===== config.mk =====
export PLATFORM = sky130hd
export DESIGN_NAME = ahb_ram_resp_flat
export DESIGN_NICKNAME = d
export VERILOG_FILES = /design/src/ahb_ram_pkg.sv /design/src/ahb_ram_if.sv /design/src/ahb_ram_resp.sv /design/src/flat_wrapper.sv
export SDC_FILE = /design/constraint.sdc
export NUM_CORES = 1
export LEC_CHECK = 0
export BUFFER_PORTS_ARGS = -buffer_cell sky130_fd_sc_hd__buf_2
export CAP_MARGIN = 20
export CORE_MARGIN = 2
export CORE_UTILIZATION = 29
export DETAILED_ROUTE_END_ITERATION = 8
export PLACE_DENSITY = 0.72
export SYNTH_ARGS = -nofsm -noshare
export SYNTH_HDL_FRONTEND = slang
export SYNTH_SLANG_ARGS = --single-unit
export TNS_END_PERCENT = 1

===== constraint.sdc =====
create_clock -name HCLK -period 0.8 [get_ports HCLK]
set_input_delay 0.12 -clock HCLK [delete_from_list [all_inputs] [get_ports HCLK]]
set_output_delay 0.12 -clock HCLK [all_outputs]
set_load 0.02 [all_outputs]

===== src/ahb_ram_pkg.sv =====
package ahb_ram_pkg;

    // HTRANS codes as seen on the bus
    localparam logic [1:0] htrans_idle   = 2'b00;
    localparam logic [1:0] htrans_busy   = 2'b01;
    localparam logic [1:0] htrans_nonseq = 2'b10;
    localparam logic [1:0] htrans_seq    = 2'b11;

    // anything above a word is treated as oversized by this slave
    localparam logic [2:0] hsize_byte = 3'b000;
    localparam logic [2:0] hsize_half = 3'b001;
    localparam logic [2:0] hsize_word = 3'b010;

    localparam logic hresp_okay  = 1'b0;
    localparam logic hresp_error = 1'b1;

    localparam int byte_lanes = 4;

    // the bus and the read path see a whole word, the write merge sees lanes
    typedef union packed {
        logic [byte_lanes*8-1:0]    word;
        logic [byte_lanes-1:0][7:0] bytes;
    } word_t;

endpackage


===== src/ahb_ram_if.sv =====
interface ahb_ram_if #(
    parameter int addr_width = 10
) ();

    logic                                read_enable;
    logic [addr_width-1:0]               read_addr;
    logic                                write_enable;
    logic [addr_width-1:0]               write_addr;
    logic [ahb_ram_pkg::byte_lanes-1:0]  write_mask;
    logic                                raw_stall;   // read hits the word still in flight
    logic                                size_error;  // accepted transfer wider than a word

    modport decode (
        output read_enable,
        output read_addr,
        output write_enable,
        output write_addr,
        output write_mask,
        output raw_stall,
        output size_error
    );

    modport array (
        input read_enable,
        input read_addr,
        input write_enable,
        input write_addr,
        input write_mask
    );

    modport resp (
        input raw_stall,
        input size_error
    );

endinterface


===== src/ahb_ram_resp.sv =====
module ahb_ram_resp (
    input  logic               HCLK,
    input  logic               HRESETn,
    ahb_ram_if.resp            rsp,
    input  ahb_ram_pkg::word_t rdata,
    output logic               HREADYOUT,
    output logic               HRESP,
    output logic [31:0]        HRDATA
);

    logic stall_q;
    logic err_first;   // error response, not ready yet
    logic err_second;  // error response, completing
    logic err_active;

    always_ff @(posedge HCLK) begin
        if (!HRESETn) begin
            stall_q    <= 1'b0;
            err_first  <= 1'b0;
            err_second <= 1'b0;
        end else begin
            stall_q    <= rsp.raw_stall;
            err_first  <= rsp.size_error;
            err_second <= err_first;
        end
    end

    assign err_active = err_first || err_second;

    // a stall adds one wait state, the re-read lands at the end of it
    assign HREADYOUT = !(stall_q || err_first);

    assign HRESP = err_active ? ahb_ram_pkg::hresp_error : ahb_ram_pkg::hresp_okay;

    // no data is presented while an error is being answered
    assign HRDATA = err_active ? 32'h0000_0000 : rdata.word;

endmodule


===== src/flat_wrapper.sv =====
// flat-port wrapper written by rule: the top's interface ports become plain ports
module ahb_ram_resp_flat 
  (HCLK, HRESETn, rdata, HREADYOUT, HRESP, HRDATA, rsp_raw_stall, rsp_size_error);
  ahb_ram_if rsp_i ();
  input  logic HCLK;
  input  logic HRESETn;
  input  ahb_ram_pkg::word_t rdata;
  output logic HREADYOUT;
  output logic HRESP;
  output logic [31:0] HRDATA;
  input wire logic [$bits(rsp_i.raw_stall)-1:0] rsp_raw_stall;
  input wire logic [$bits(rsp_i.size_error)-1:0] rsp_size_error;
  assign rsp_i.raw_stall = rsp_raw_stall;
  assign rsp_i.size_error = rsp_size_error;
  ahb_ram_resp u_core (.HCLK(HCLK), .HRESETn(HRESETn), .rsp(rsp_i), .rdata(rdata), .HREADYOUT(HREADYOUT), .HRESP(HRESP), .HRDATA(HRDATA));
endmodule

==> impl_metrics.yaml <==
outcome:
  status: "finished with violations"
  violations: "negative setup slack"
synthesis:
  yosysTopAreaCell: "nor3b_2"
  yosysMostFrequentCell: "nor3b_2"
  yosys_warnings: 0
  synth-seq-cells: 3
  synth_common_cells: "nor3b_2 (30), buf_6 (4), dfxtp_1 (3)"
  synth_cells: 48
  synth_edf_count: 0
  synth_area_leaders: "nor3b_2 (64%), dfxtp_1 (10%), buf_6 (7.7%)"
  syn_avg_cell_area_um2: 12.2
  syn_area_um2: 586
  synth_cell_types: 11
  ys_async_sr_fraction_pct: 0
  synth-main-ff-cell: "dfxtp_1"
  yosysTopAreaCellShare_pct: 64.1
  yosysSeqAreaShare_pct: 10.3
  syn_nets: 84
power:
  powerDensity_mw_per_mm2: 934
  p_leak_nw: 0.671
  ir_drop_mv: 0.851
placed_design:
  place_ws_ns: -0.249
  port_buffers: 69
  hpwl_um: 1430
  gp_congestion: 0.618
floorplan:
  coreArea_mm2: 0.00194
  start_util_pct: 30.2
  fp.dieH_um: 48.9
  num_rows: 16
  ios: 70
  die_area_mm2: 0.00239
  die_width_um: 48.9
finish:
  utilization_pct: 78.0
  fill_cells: 131
  drive_above_1_share_pct: 96.7
  area_growth_pct: 159
  n_antenna_cell: 0
  multi_input_area_um2: 627
  final_nets: 160
  seqCellArea_um2: 67.6
critical_path:
  worst-path-stages: 3
  cp_num_buf_inv: 2
  r2r-start: "u_core.err_first"
  critical_path_class: "reg -> out"
  worstPathMaxFanout: 7
  required_ns: 0.68
  r2r_cells: 2
  cpPeakStageDelay_ns: 0.39
  r2r_slack_ns: -0.01
  path_cells: "buf_12 -> nor3b_4 -> buf_6"
  worstReg2RegEnd: "u_core.err_second"
  cp_slowest_cell: "dfxtp_4"
  cp-startpoint: "u_core.err_second"
  cp-start-kind: "flip-flop"
  worstSetupEndpointType: "primary output"
  critPathArrivalTime_ns: 1.16
  endpoint: "HRDATA[6]"
  crit_family: "flip-flops"
sta:
  hold_viol: 0
  tightest_slew_ns: 0.176
  rsz0062_at_grt: "yes"
  fin_worst_skew_ns: 0.000371
  finalCriticalPeriod_ns: 1.28
  min_period_over_period_pct: 160
  slew_headroom_pct: 88.2
  layout_setup_ws_ns: -0.477
  setup_tns_ns: -15.08
  timing.final.setup_violations: 35
  fmax_mhz: 783
  maxSlewViolCount: 0
clocking:
  clock_path_buffers: 2
  post_cts_buffers: 0
  clock_sinks: 3
  cts_root_buffer: "clkbuf_4"
  clk_pin_slew_worst_paths_ns: 0.04
  clock_latency_ns: 0.23
  h-tree-depth: 1
  cts_buffers: 3
  cts_tree: "yes"
drt:
  drtIter0Drc: 1
  vias: 685
  routed_wl_um: 2260
  drt_first_pass_iters: 2
  via_per_inst: 4.57
  drc: 0
  wire_per_inst_um: 15.1
  ant_nets: 0
hold_path:
  holdCritPathClass: "in -> reg"
global_routing:
  grt_start_max_net_pins: 10
  grt_antenna_before_repair: 0
  grt_overflow: 0
  grt_pass1_wl_um: 3710
  track_usage_pct: 20.5
  grt_pass1_vias: 751
job:
  cap_violations: 0
## how the worst min path moves through the flow
stage	from	end	depth (start not counted)
after global routing	rsp_size_error	u_core.err_first	2
after CTS	rsp_size_error	u_core.err_first	2
final	rsp_size_error	u_core.err_first	2
after global placement	rsp_size_error	u_core.err_first	2
after floorplan	rsp_size_error	u_core.err_first	1
after detailed placement	rsp_size_error	u_core.err_first	2
## what timing repair did
action | CTS | global route
hold buffers | 0 | 0
gates cloned | 2 | 0
pin swaps | 6 | 2
setup endpoints to repair | 35 | 35
gates resized for setup | 68 | 0
## final cells by class
cell class	instances	share of cell area [%]
multi-input cells	37	41.4
well taps	27	2.23
repair buffers	79	50.2
flip-flops and latches	3	4.46
clock buffers	4	1.74
## placed cells by master (no fill, tap or decap)
master / instances
buf_2: 36
buf_6: 31
nor3b_4: 30
buf_12: 8
clkbuf_4: 3
nor3b_2: 2
and2_1: 2
buf_16: 2
buf_4: 2
dfxtp_4: 2
or2_2: 1
nor2_4: 1
and2_4: 1
clkbuf_1: 1
dfxtp_1: 1
## cells by family (layout without fill, tap and decap cells)
group | after synthesis | in the layout | share of synthesized area, %
flip-flops | 3 | 3 | 10.3
AND/OR/NAND/NOR | 37 | 37 | 71.8
buffers and inverters | 8 | 83 | 17.9
## through the flow
| step | std cells | cell area, µm² | power, mW | hold slack [ns] |
|---|---|---|---|---|
| finish | 150 | 1510 | 1.41 | 0.0865 |
| global route | 150 | 1510 | 1.49 | 0.0856 |
| CTS | 150 | 1510 | 1.42 | 0.0761 |
| detailed placement | 144 | 1230 | 0.944 | 0.323 |
| global placement | 144 | 1230 | 0.928 | 0.320 |
| floorplan | 48 | 818 | 0.719 | 0.242 |
## registers in the layout, indices dropped and copies added (netlist names)
name               cells
u_core.err_second      1
u_core.err_first       1
u_core.stall_q         1
## power breakdown
group / internal, mW / switching, mW / total (mW)
Sequential: 0.155 / 0.0232 / 0.178
Combinational: 0.557 / 0.412 / 0.969
Clock: 0.187 / 0.0798 / 0.267
## routing by layer
layer  wire, µm  GRT usage [%]  share of wire (%)  up-vias
met2       1410           43.2                 62       34
li1           -              -                  -      322
met5          0              0                  0        -
met1        681           19.0                 30      325
met3        135           2.76                6.0        4
met4         31           9.05                1.4        0
No activity file was read; power rests on OpenSTA's default activity.
