==> src/ahb_ram_pkg.sv <==
package ahb_ram_pkg;

    // HTRANS codes as seen on the bus
    localparam logic [1:0] htrans_idle   = 2'b00;
    localparam logic [1:0] htrans_busy   = 2'b01;
    localparam logic [1:0] htrans_nonseq = 2'b10;
    localparam logic [1:0] htrans_seq    = 2'b11;

    // anything above a word is treated as oversized by this slave
    localparam logic [2:0] hsize_byte = 3'b000;
    localparam logic [2:0] hsize_half = 3'b001;
    localparam logic [2:0] hsize_word = 3'b010;

    localparam logic hresp_okay  = 1'b0;
    localparam logic hresp_error = 1'b1;

    localparam int byte_lanes = 4;

    // the bus and the read path see a whole word, the write merge sees lanes
    typedef union packed {
        logic [byte_lanes*8-1:0]    word;
        logic [byte_lanes-1:0][7:0] bytes;
    } word_t;

endpackage

==> src/ahb_ram_if.sv <==
interface ahb_ram_if #(
    parameter int addr_width = 10
) ();

    logic                                read_enable;
    logic [addr_width-1:0]               read_addr;
    logic                                write_enable;
    logic [addr_width-1:0]               write_addr;
    logic [ahb_ram_pkg::byte_lanes-1:0]  write_mask;
    logic                                raw_stall;   // read hits the word still in flight
    logic                                size_error;  // accepted transfer wider than a word

    modport decode (
        output read_enable,
        output read_addr,
        output write_enable,
        output write_addr,
        output write_mask,
        output raw_stall,
        output size_error
    );

    modport array (
        input read_enable,
        input read_addr,
        input write_enable,
        input write_addr,
        input write_mask
    );

    modport resp (
        input raw_stall,
        input size_error
    );

endinterface

==> src/ahb_ram_decode.sv <==
module ahb_ram_decode #(
    parameter int addr_width = 10
) (
    input  logic                  HCLK,
    input  logic                  HRESETn,
    input  logic                  HSEL,
    input  logic [addr_width+1:0] HADDR,
    input  logic [1:0]            HTRANS,
    input  logic [2:0]            HSIZE,
    input  logic                  HWRITE,
    input  logic                  HREADY,
    input  logic                  bus_ready,
    ahb_ram_if.decode             dec
);

    logic                                request;
    logic                                oversized;
    logic                                read_request;
    logic                                write_request;
    logic [addr_width-1:0]               haddr_word;
    logic [addr_width-1:0]               held_addr;
    logic                                held_read;
    logic [ahb_ram_pkg::byte_lanes-1:0]  lane_mask;

    // BUSY and IDLE carry no transfer, a stalled bus does not accept one either
    assign request = HSEL && HREADY &&
                     (HTRANS == ahb_ram_pkg::htrans_nonseq ||
                      HTRANS == ahb_ram_pkg::htrans_seq);

    assign oversized     = HSIZE > ahb_ram_pkg::hsize_word;
    assign read_request  = request && !HWRITE && !oversized;
    assign write_request = request && HWRITE && !oversized;
    assign haddr_word    = HADDR[addr_width+1:2];

    always_comb begin
        case (HSIZE)
            ahb_ram_pkg::hsize_byte: lane_mask = 4'b0001 << HADDR[1:0];
            ahb_ram_pkg::hsize_half: lane_mask = HADDR[1] ? 4'b1100 : 4'b0011;
            ahb_ram_pkg::hsize_word: lane_mask = 4'b1111;
            default:                 lane_mask = 4'b0000;
        endcase
    end

    // while the response is held low a read is taken again from the held address
    assign dec.read_enable = read_request || (held_read && !bus_ready);
    assign dec.read_addr   = read_request ? haddr_word : held_addr;
    assign dec.write_addr  = held_addr;

    assign dec.raw_stall  = read_request && dec.write_enable && (haddr_word == held_addr);
    assign dec.size_error = request && oversized; // one cycle, the bus stalls right after

    always_ff @(posedge HCLK) begin
        if (!HRESETn) begin
            dec.write_enable <= 1'b0;
            dec.write_mask   <= '0;
            held_read        <= 1'b0;
        end else begin
            dec.write_enable <= write_request;
            dec.write_mask   <= write_request ? lane_mask : 4'b0000;
            held_read        <= read_request;
        end
    end

    always_ff @(posedge HCLK) begin
        if (request) begin
            held_addr <= haddr_word;
        end
    end

endmodule

==> src/flat_wrapper.sv <==
// flat-port wrapper written by rule: the top's interface ports become plain ports
module ahb_ram_decode_flat 
#(
    parameter int addr_width = 10
)
  (HCLK, HRESETn, HSEL, HADDR, HTRANS, HSIZE, HWRITE, HREADY, bus_ready, dec_read_enable, dec_read_addr, dec_write_enable, dec_write_addr, dec_write_mask, dec_raw_stall, dec_size_error);
  ahb_ram_if #(.addr_width(addr_width)) dec_i ();
  input  logic HCLK;
  input  logic HRESETn;
  input  logic HSEL;
  input  logic [addr_width+1:0] HADDR;
  input  logic [1:0] HTRANS;
  input  logic [2:0] HSIZE;
  input  logic HWRITE;
  input  logic HREADY;
  input  logic bus_ready;
  output wire logic [$bits(dec_i.read_enable)-1:0] dec_read_enable;
  output wire logic [$bits(dec_i.read_addr)-1:0] dec_read_addr;
  output wire logic [$bits(dec_i.write_enable)-1:0] dec_write_enable;
  output wire logic [$bits(dec_i.write_addr)-1:0] dec_write_addr;
  output wire logic [$bits(dec_i.write_mask)-1:0] dec_write_mask;
  output wire logic [$bits(dec_i.raw_stall)-1:0] dec_raw_stall;
  output wire logic [$bits(dec_i.size_error)-1:0] dec_size_error;
  assign dec_read_enable = dec_i.read_enable;
  assign dec_read_addr = dec_i.read_addr;
  assign dec_write_enable = dec_i.write_enable;
  assign dec_write_addr = dec_i.write_addr;
  assign dec_write_mask = dec_i.write_mask;
  assign dec_raw_stall = dec_i.raw_stall;
  assign dec_size_error = dec_i.size_error;
  ahb_ram_decode #(.addr_width(addr_width)) u_core (.HCLK(HCLK), .HRESETn(HRESETn), .HSEL(HSEL), .HADDR(HADDR), .HTRANS(HTRANS), .HSIZE(HSIZE), .HWRITE(HWRITE), .HREADY(HREADY), .bus_ready(bus_ready), .dec(dec_i));
endmodule
==> config.mk <==
export PLATFORM = sky130hd
export DESIGN_NAME = ahb_ram_decode_flat
export DESIGN_NICKNAME = d
export VERILOG_FILES = /design/src/ahb_ram_pkg.sv /design/src/ahb_ram_if.sv /design/src/ahb_ram_decode.sv /design/src/flat_wrapper.sv
export SDC_FILE = /design/constraint.sdc
export NUM_CORES = 1
export LEC_CHECK = 0
export BUFFER_PORTS_ARGS = -buffer_cell sky130_fd_sc_hd__buf_4
export CAP_MARGIN = 5
export CORE_ASPECT_RATIO = 1.1
export CORE_MARGIN = 4
export CORE_UTILIZATION = 36
export DETAILED_ROUTE_END_ITERATION = 6
export GPL_TIMING_DRIVEN = 0
export PLACE_DENSITY = 0.73
export SYNTH_ARGS = -nofsm -noshare
export SYNTH_HDL_FRONTEND = slang
export SYNTH_SLANG_ARGS = --single-unit
==> constraint.sdc <==
create_clock -name HCLK -period 2.3 [get_ports HCLK]
set_input_delay 0.69 -clock HCLK [delete_from_list [all_inputs] [get_ports HCLK]]
set_output_delay 0.69 -clock HCLK [all_outputs]
set_load 0.1 [all_outputs]
==> results.md <==
Run status:
- The flow ran to the end, but the final reports show violations.
- The checks that failed: setup timing.

Timing:
- Summed over all failing endpoints, the final setup total negative slack is -2.86 ns.
- The number of pins exceeding their max-slew limit in the final report is 0.
- The transition time of the tightest slew-check pin is 0.422 ns.
- In the finished design, the share of the clock period the worst path needs comes to 112%.
- The fmax is 389 MHz.
- The worst pin sits at a relative slew slack of 71.8%.
- The worst path in the final design needs a cycle of 2.57 ns, including I/O delays and setup.
- Setup repair after global routing could not meet its margin everywhere.
- The final-report setup violation count is 12.
- The hold violation total from the final report is 0.
- The slack of the critical path is -0.273 ns.
- Hold timing on the final database bottoms out at a slack of 0.597 ns.

Min path:
- Counting instances, the worst hold path has a depth of 1.
- The worst hold path belongs to the class input pin to register.

Synthesis:
- The warning count from the yosys run is 0.
- The average cell area after synthesis is 12.6 um^2.
- The count of mapped cells out of synthesis is 62.
- The number of different library cells in the post-synthesis netlist is 20.
- Of the synthesized area, sequential elements account for 53.9%.
- The synthesized netlist occupies a cell area of 779 um^2.
- In this run, synthesis produced a sequential element count of 16.
- The synthesized netlist net count is 85.

Critical path:
- The data arrival at the endpoint of the critical path is 1.88 ns.
- Data on the critical path is required at its endpoint by 1.61 ns.
- The worst setup path is launched from an input pin.
- The worst setup path is captured at a primary output.
- The highest net fanout along the worst path is 5.
- The setup path with the least slack is of type input pin to primary output.

Detailed routing:
- The DRC violation count after routing is 0.
- The initial DRC count is 6.
- The overall routed net length is 2160 um.
- The number of search-and-repair iterations in the first detailed-routing pass is 4.
- The routed layout has 711 vias.
- In the routed layout, each cell is associated on average with a via count of 4.80.
- The detail route stage leaves a number of antenna-violating nets equal to 0.
- The detail-routed net length per standard cell is 14.6 um.

Power and ir drop:
- The internal portion of the total power is 0.482 mW.
- Power comes to 0.769 mW.
- The static power due to leakage is 0.676 nW.
- The power share of the combinational group is 37.9%.
- The part of the power in the clock network is 20.1%.
- The largest vdd supply drop is 0.399 mV.
- The total net switching power is 0.287 mW.
- Net switching is 37.4% of the power.
- For this design the ratio of total power to cell area is 518 nW/um^2.
- Sequential cells burn 42.0% of the power.

Final layout:
- The library cells used most frequently in the layout, excluding fill and tap cells, are sky130_fd_sc_hd__buf_4 (37), sky130_fd_sc_hd__buf_12 (12), sky130_fd_sc_hd__mux2_4 (10), sky130_fd_sc_hd__edfxtp_1 (10), sky130_fd_sc_hd__xor2_1 (7).
- The layout cell share with drive strength beyond 1 is 61.7%.
- Cells fill 72.8% of the core in the end.
- The area taken by multi-input logic gates is 397 um^2.
- Registers take 420 um^2.
- The most common library cell in the layout ignoring fill and taps is sky130_fd_sc_hd__buf_4.
- The fill cell total of the finished layout is 149.
- The number of nets at the end of the flow is 144.
- The number of antenna diodes in the final layout is 0.
- The area added between synthesis and finish is 90.7%.

GRT:
- The total congestion overflow is 0.
- The global-route wire length before repair is 3480 um.
- Entering global routing, the biggest net connects 12 pins.
- Global routing used 15.7% of the available tracks across all layers.
- The number of global-route vias before repair came to 781.
- The number of antenna violations at the first check in global routing is 0.

CTS:
- The depth of the CTS H-tree is 1.
- The clock tree from TritonCTS is built.
- The hold buffer count at cts is 0.
- The clock passes through at most 2 buffers.
- Clock-pin slew was measured on the worst setup and hold paths at 0.10 ns.
- The number of buffers created by CTS is 3.
- The clock sink total is 16.
- The buffer type at the clock tree root is sky130_fd_sc_hd__clkbuf_4.

Placed design:
- The last weighted congestion value of the routability-driven placer is 0.654.
- The count of input and output buffers is 49.
- The HPWL after detailed placement is 1600 um.

Job:
- The number of violations of the max-capacitance limit is 0.

Floorplan:
- The starting utilization of the core area is 38.2%.
- In this run the core area contains 17 standard-cell rows.
- In this run the horizontal extent of the chip is 52.4 um.
- The die height is 56.8 um.
- Pin placement for this block handled 51 I/O pins.
- The core region is 2040 um^2.
- The die covers 2970 um^2.
==> layout make-up <==
cell class / count / share of cell area, %
repair buffers: 54 / 38.9
inverters: 5 / 1.26
plain buffers: 1 / 0.758
multi-input cells: 40 / 26.7
flip-flops and latches: 16 / 28.3
clock inverters: 1 / 0.253
well taps: 28 / 2.36
clock buffers: 3 / 1.52
==> sequential cells by signal, summed over array words and instances, names as in the netlist <==
| signal | cells |
|---|---|
| u_core.held_read | 1 |
| u_core.dec.write_addr | 10 |
| u_core.dec.write_mask | 4 |
| u_core.dec.write_enable | 1 |
==> repair_timing <==
item,CTS,global route
gates resized for setup,44,1
endpoints found under the setup margin,12,12
setup buffers,4,1
cloned,1,0
pin swaps,2,0
==> logic make-up after synthesis <==
kind of cell | synth area share [%]
AOI/OAI and AO/OA | 5.94
xor gates and xnor gates | 11.2
buffers and inverters | 3.85
DFF | 53.9
muxes | 14.4
and+or+nand+nor | 10.6
==> worst max-delay path, stage by stage <==
cell and delay (ns):
sky130_fd_sc_hd__buf_8 0.10, sky130_fd_sc_hd__a21oi_4 0.14, sky130_fd_sc_hd__nor3b_4 0.28, sky130_fd_sc_hd__buf_6 0.18, sky130_fd_sc_hd__mux2_4 0.32, sky130_fd_sc_hd__buf_12 0.17
==> power by group through the flow <==
stage	registers (mW)	clock network [mW]	logic, mW
after global placement	0.329	0	0.251
after global routing	0.325	0.171	0.301
final	0.323	0.154	0.292
after floorplan	0.392	0	0.118
after CTS	0.323	0.158	0.292
after detailed placement	0.330	0	0.255
==> worst paths after layout <==
check                 slack (ns)  startpoint                        to
worst max-delay path       -0.27    HSIZE[1]          dec_read_addr[3]
worst min-delay path        0.60    HADDR[6]  u_core.dec.write_addr[4]
==> synthesized netlist by cell type <==
| master | number | share of area, % |
|---|---|---|
| sky130_fd_sc_hd__edfxtp_1 | 10 | 39 |
| sky130_fd_sc_hd__nor3b_4 | 1 | 2.4 |
| sky130_fd_sc_hd__o21ai_0 | 2 | 1.3 |
| sky130_fd_sc_hd__a21oi_1 | 4 | 2.6 |
| sky130_fd_sc_hd__nor2_1 | 3 | 1.4 |
| sky130_fd_sc_hd__a21o_1 | 1 | 0.96 |
| sky130_fd_sc_hd__xnor2_1 | 3 | 3.4 |
| sky130_fd_sc_hd__xor2_1 | 7 | 7.9 |
| sky130_fd_sc_hd__mux2_2 | 10 | 14 |
| sky130_fd_sc_hd__nor3_1 | 1 | 0.64 |
| sky130_fd_sc_hd__and2_1 | 1 | 0.80 |
| sky130_fd_sc_hd__nor4_1 | 1 | 0.80 |
| sky130_fd_sc_hd__and4_1 | 2 | 2.2 |
| sky130_fd_sc_hd__nand2b_1 | 1 | 0.80 |
| sky130_fd_sc_hd__inv_1 | 5 | 2.4 |
| sky130_fd_sc_hd__buf_6 | 1 | 1.4 |
| sky130_fd_sc_hd__nand4_1 | 1 | 0.80 |
| sky130_fd_sc_hd__dfxtp_1 | 6 | 15 |
| sky130_fd_sc_hd__nand3_1 | 1 | 0.64 |
| sky130_fd_sc_hd__a21oi_2 | 1 | 1.1 |
==> metrics by stage <==
stage / cell area, um^2 / std cells / setup WS, ns
after floorplan: 843 / 62 / -0.208
after global placement: 1250 / 139 / -0.528
after detailed placement: 1250 / 139 / -0.524
after CTS: 1490 / 148 / -0.274
after global routing: 1490 / 148 / -0.323
final: 1490 / 148 / -0.273
==> routing by layer <==
layer | GRT usage (%) | part of all wire, % | vias up
li1 | - | - | 336
met1 | 14.8 | 35 | 331
met2 | 29.4 | 54 | 40
met3 | 4.24 | 8.8 | 4
met4 | 7.66 | 1.9 | 0
met5 | 0 | 0 | -
Note: power is estimated with default switching activity, not from simulation.
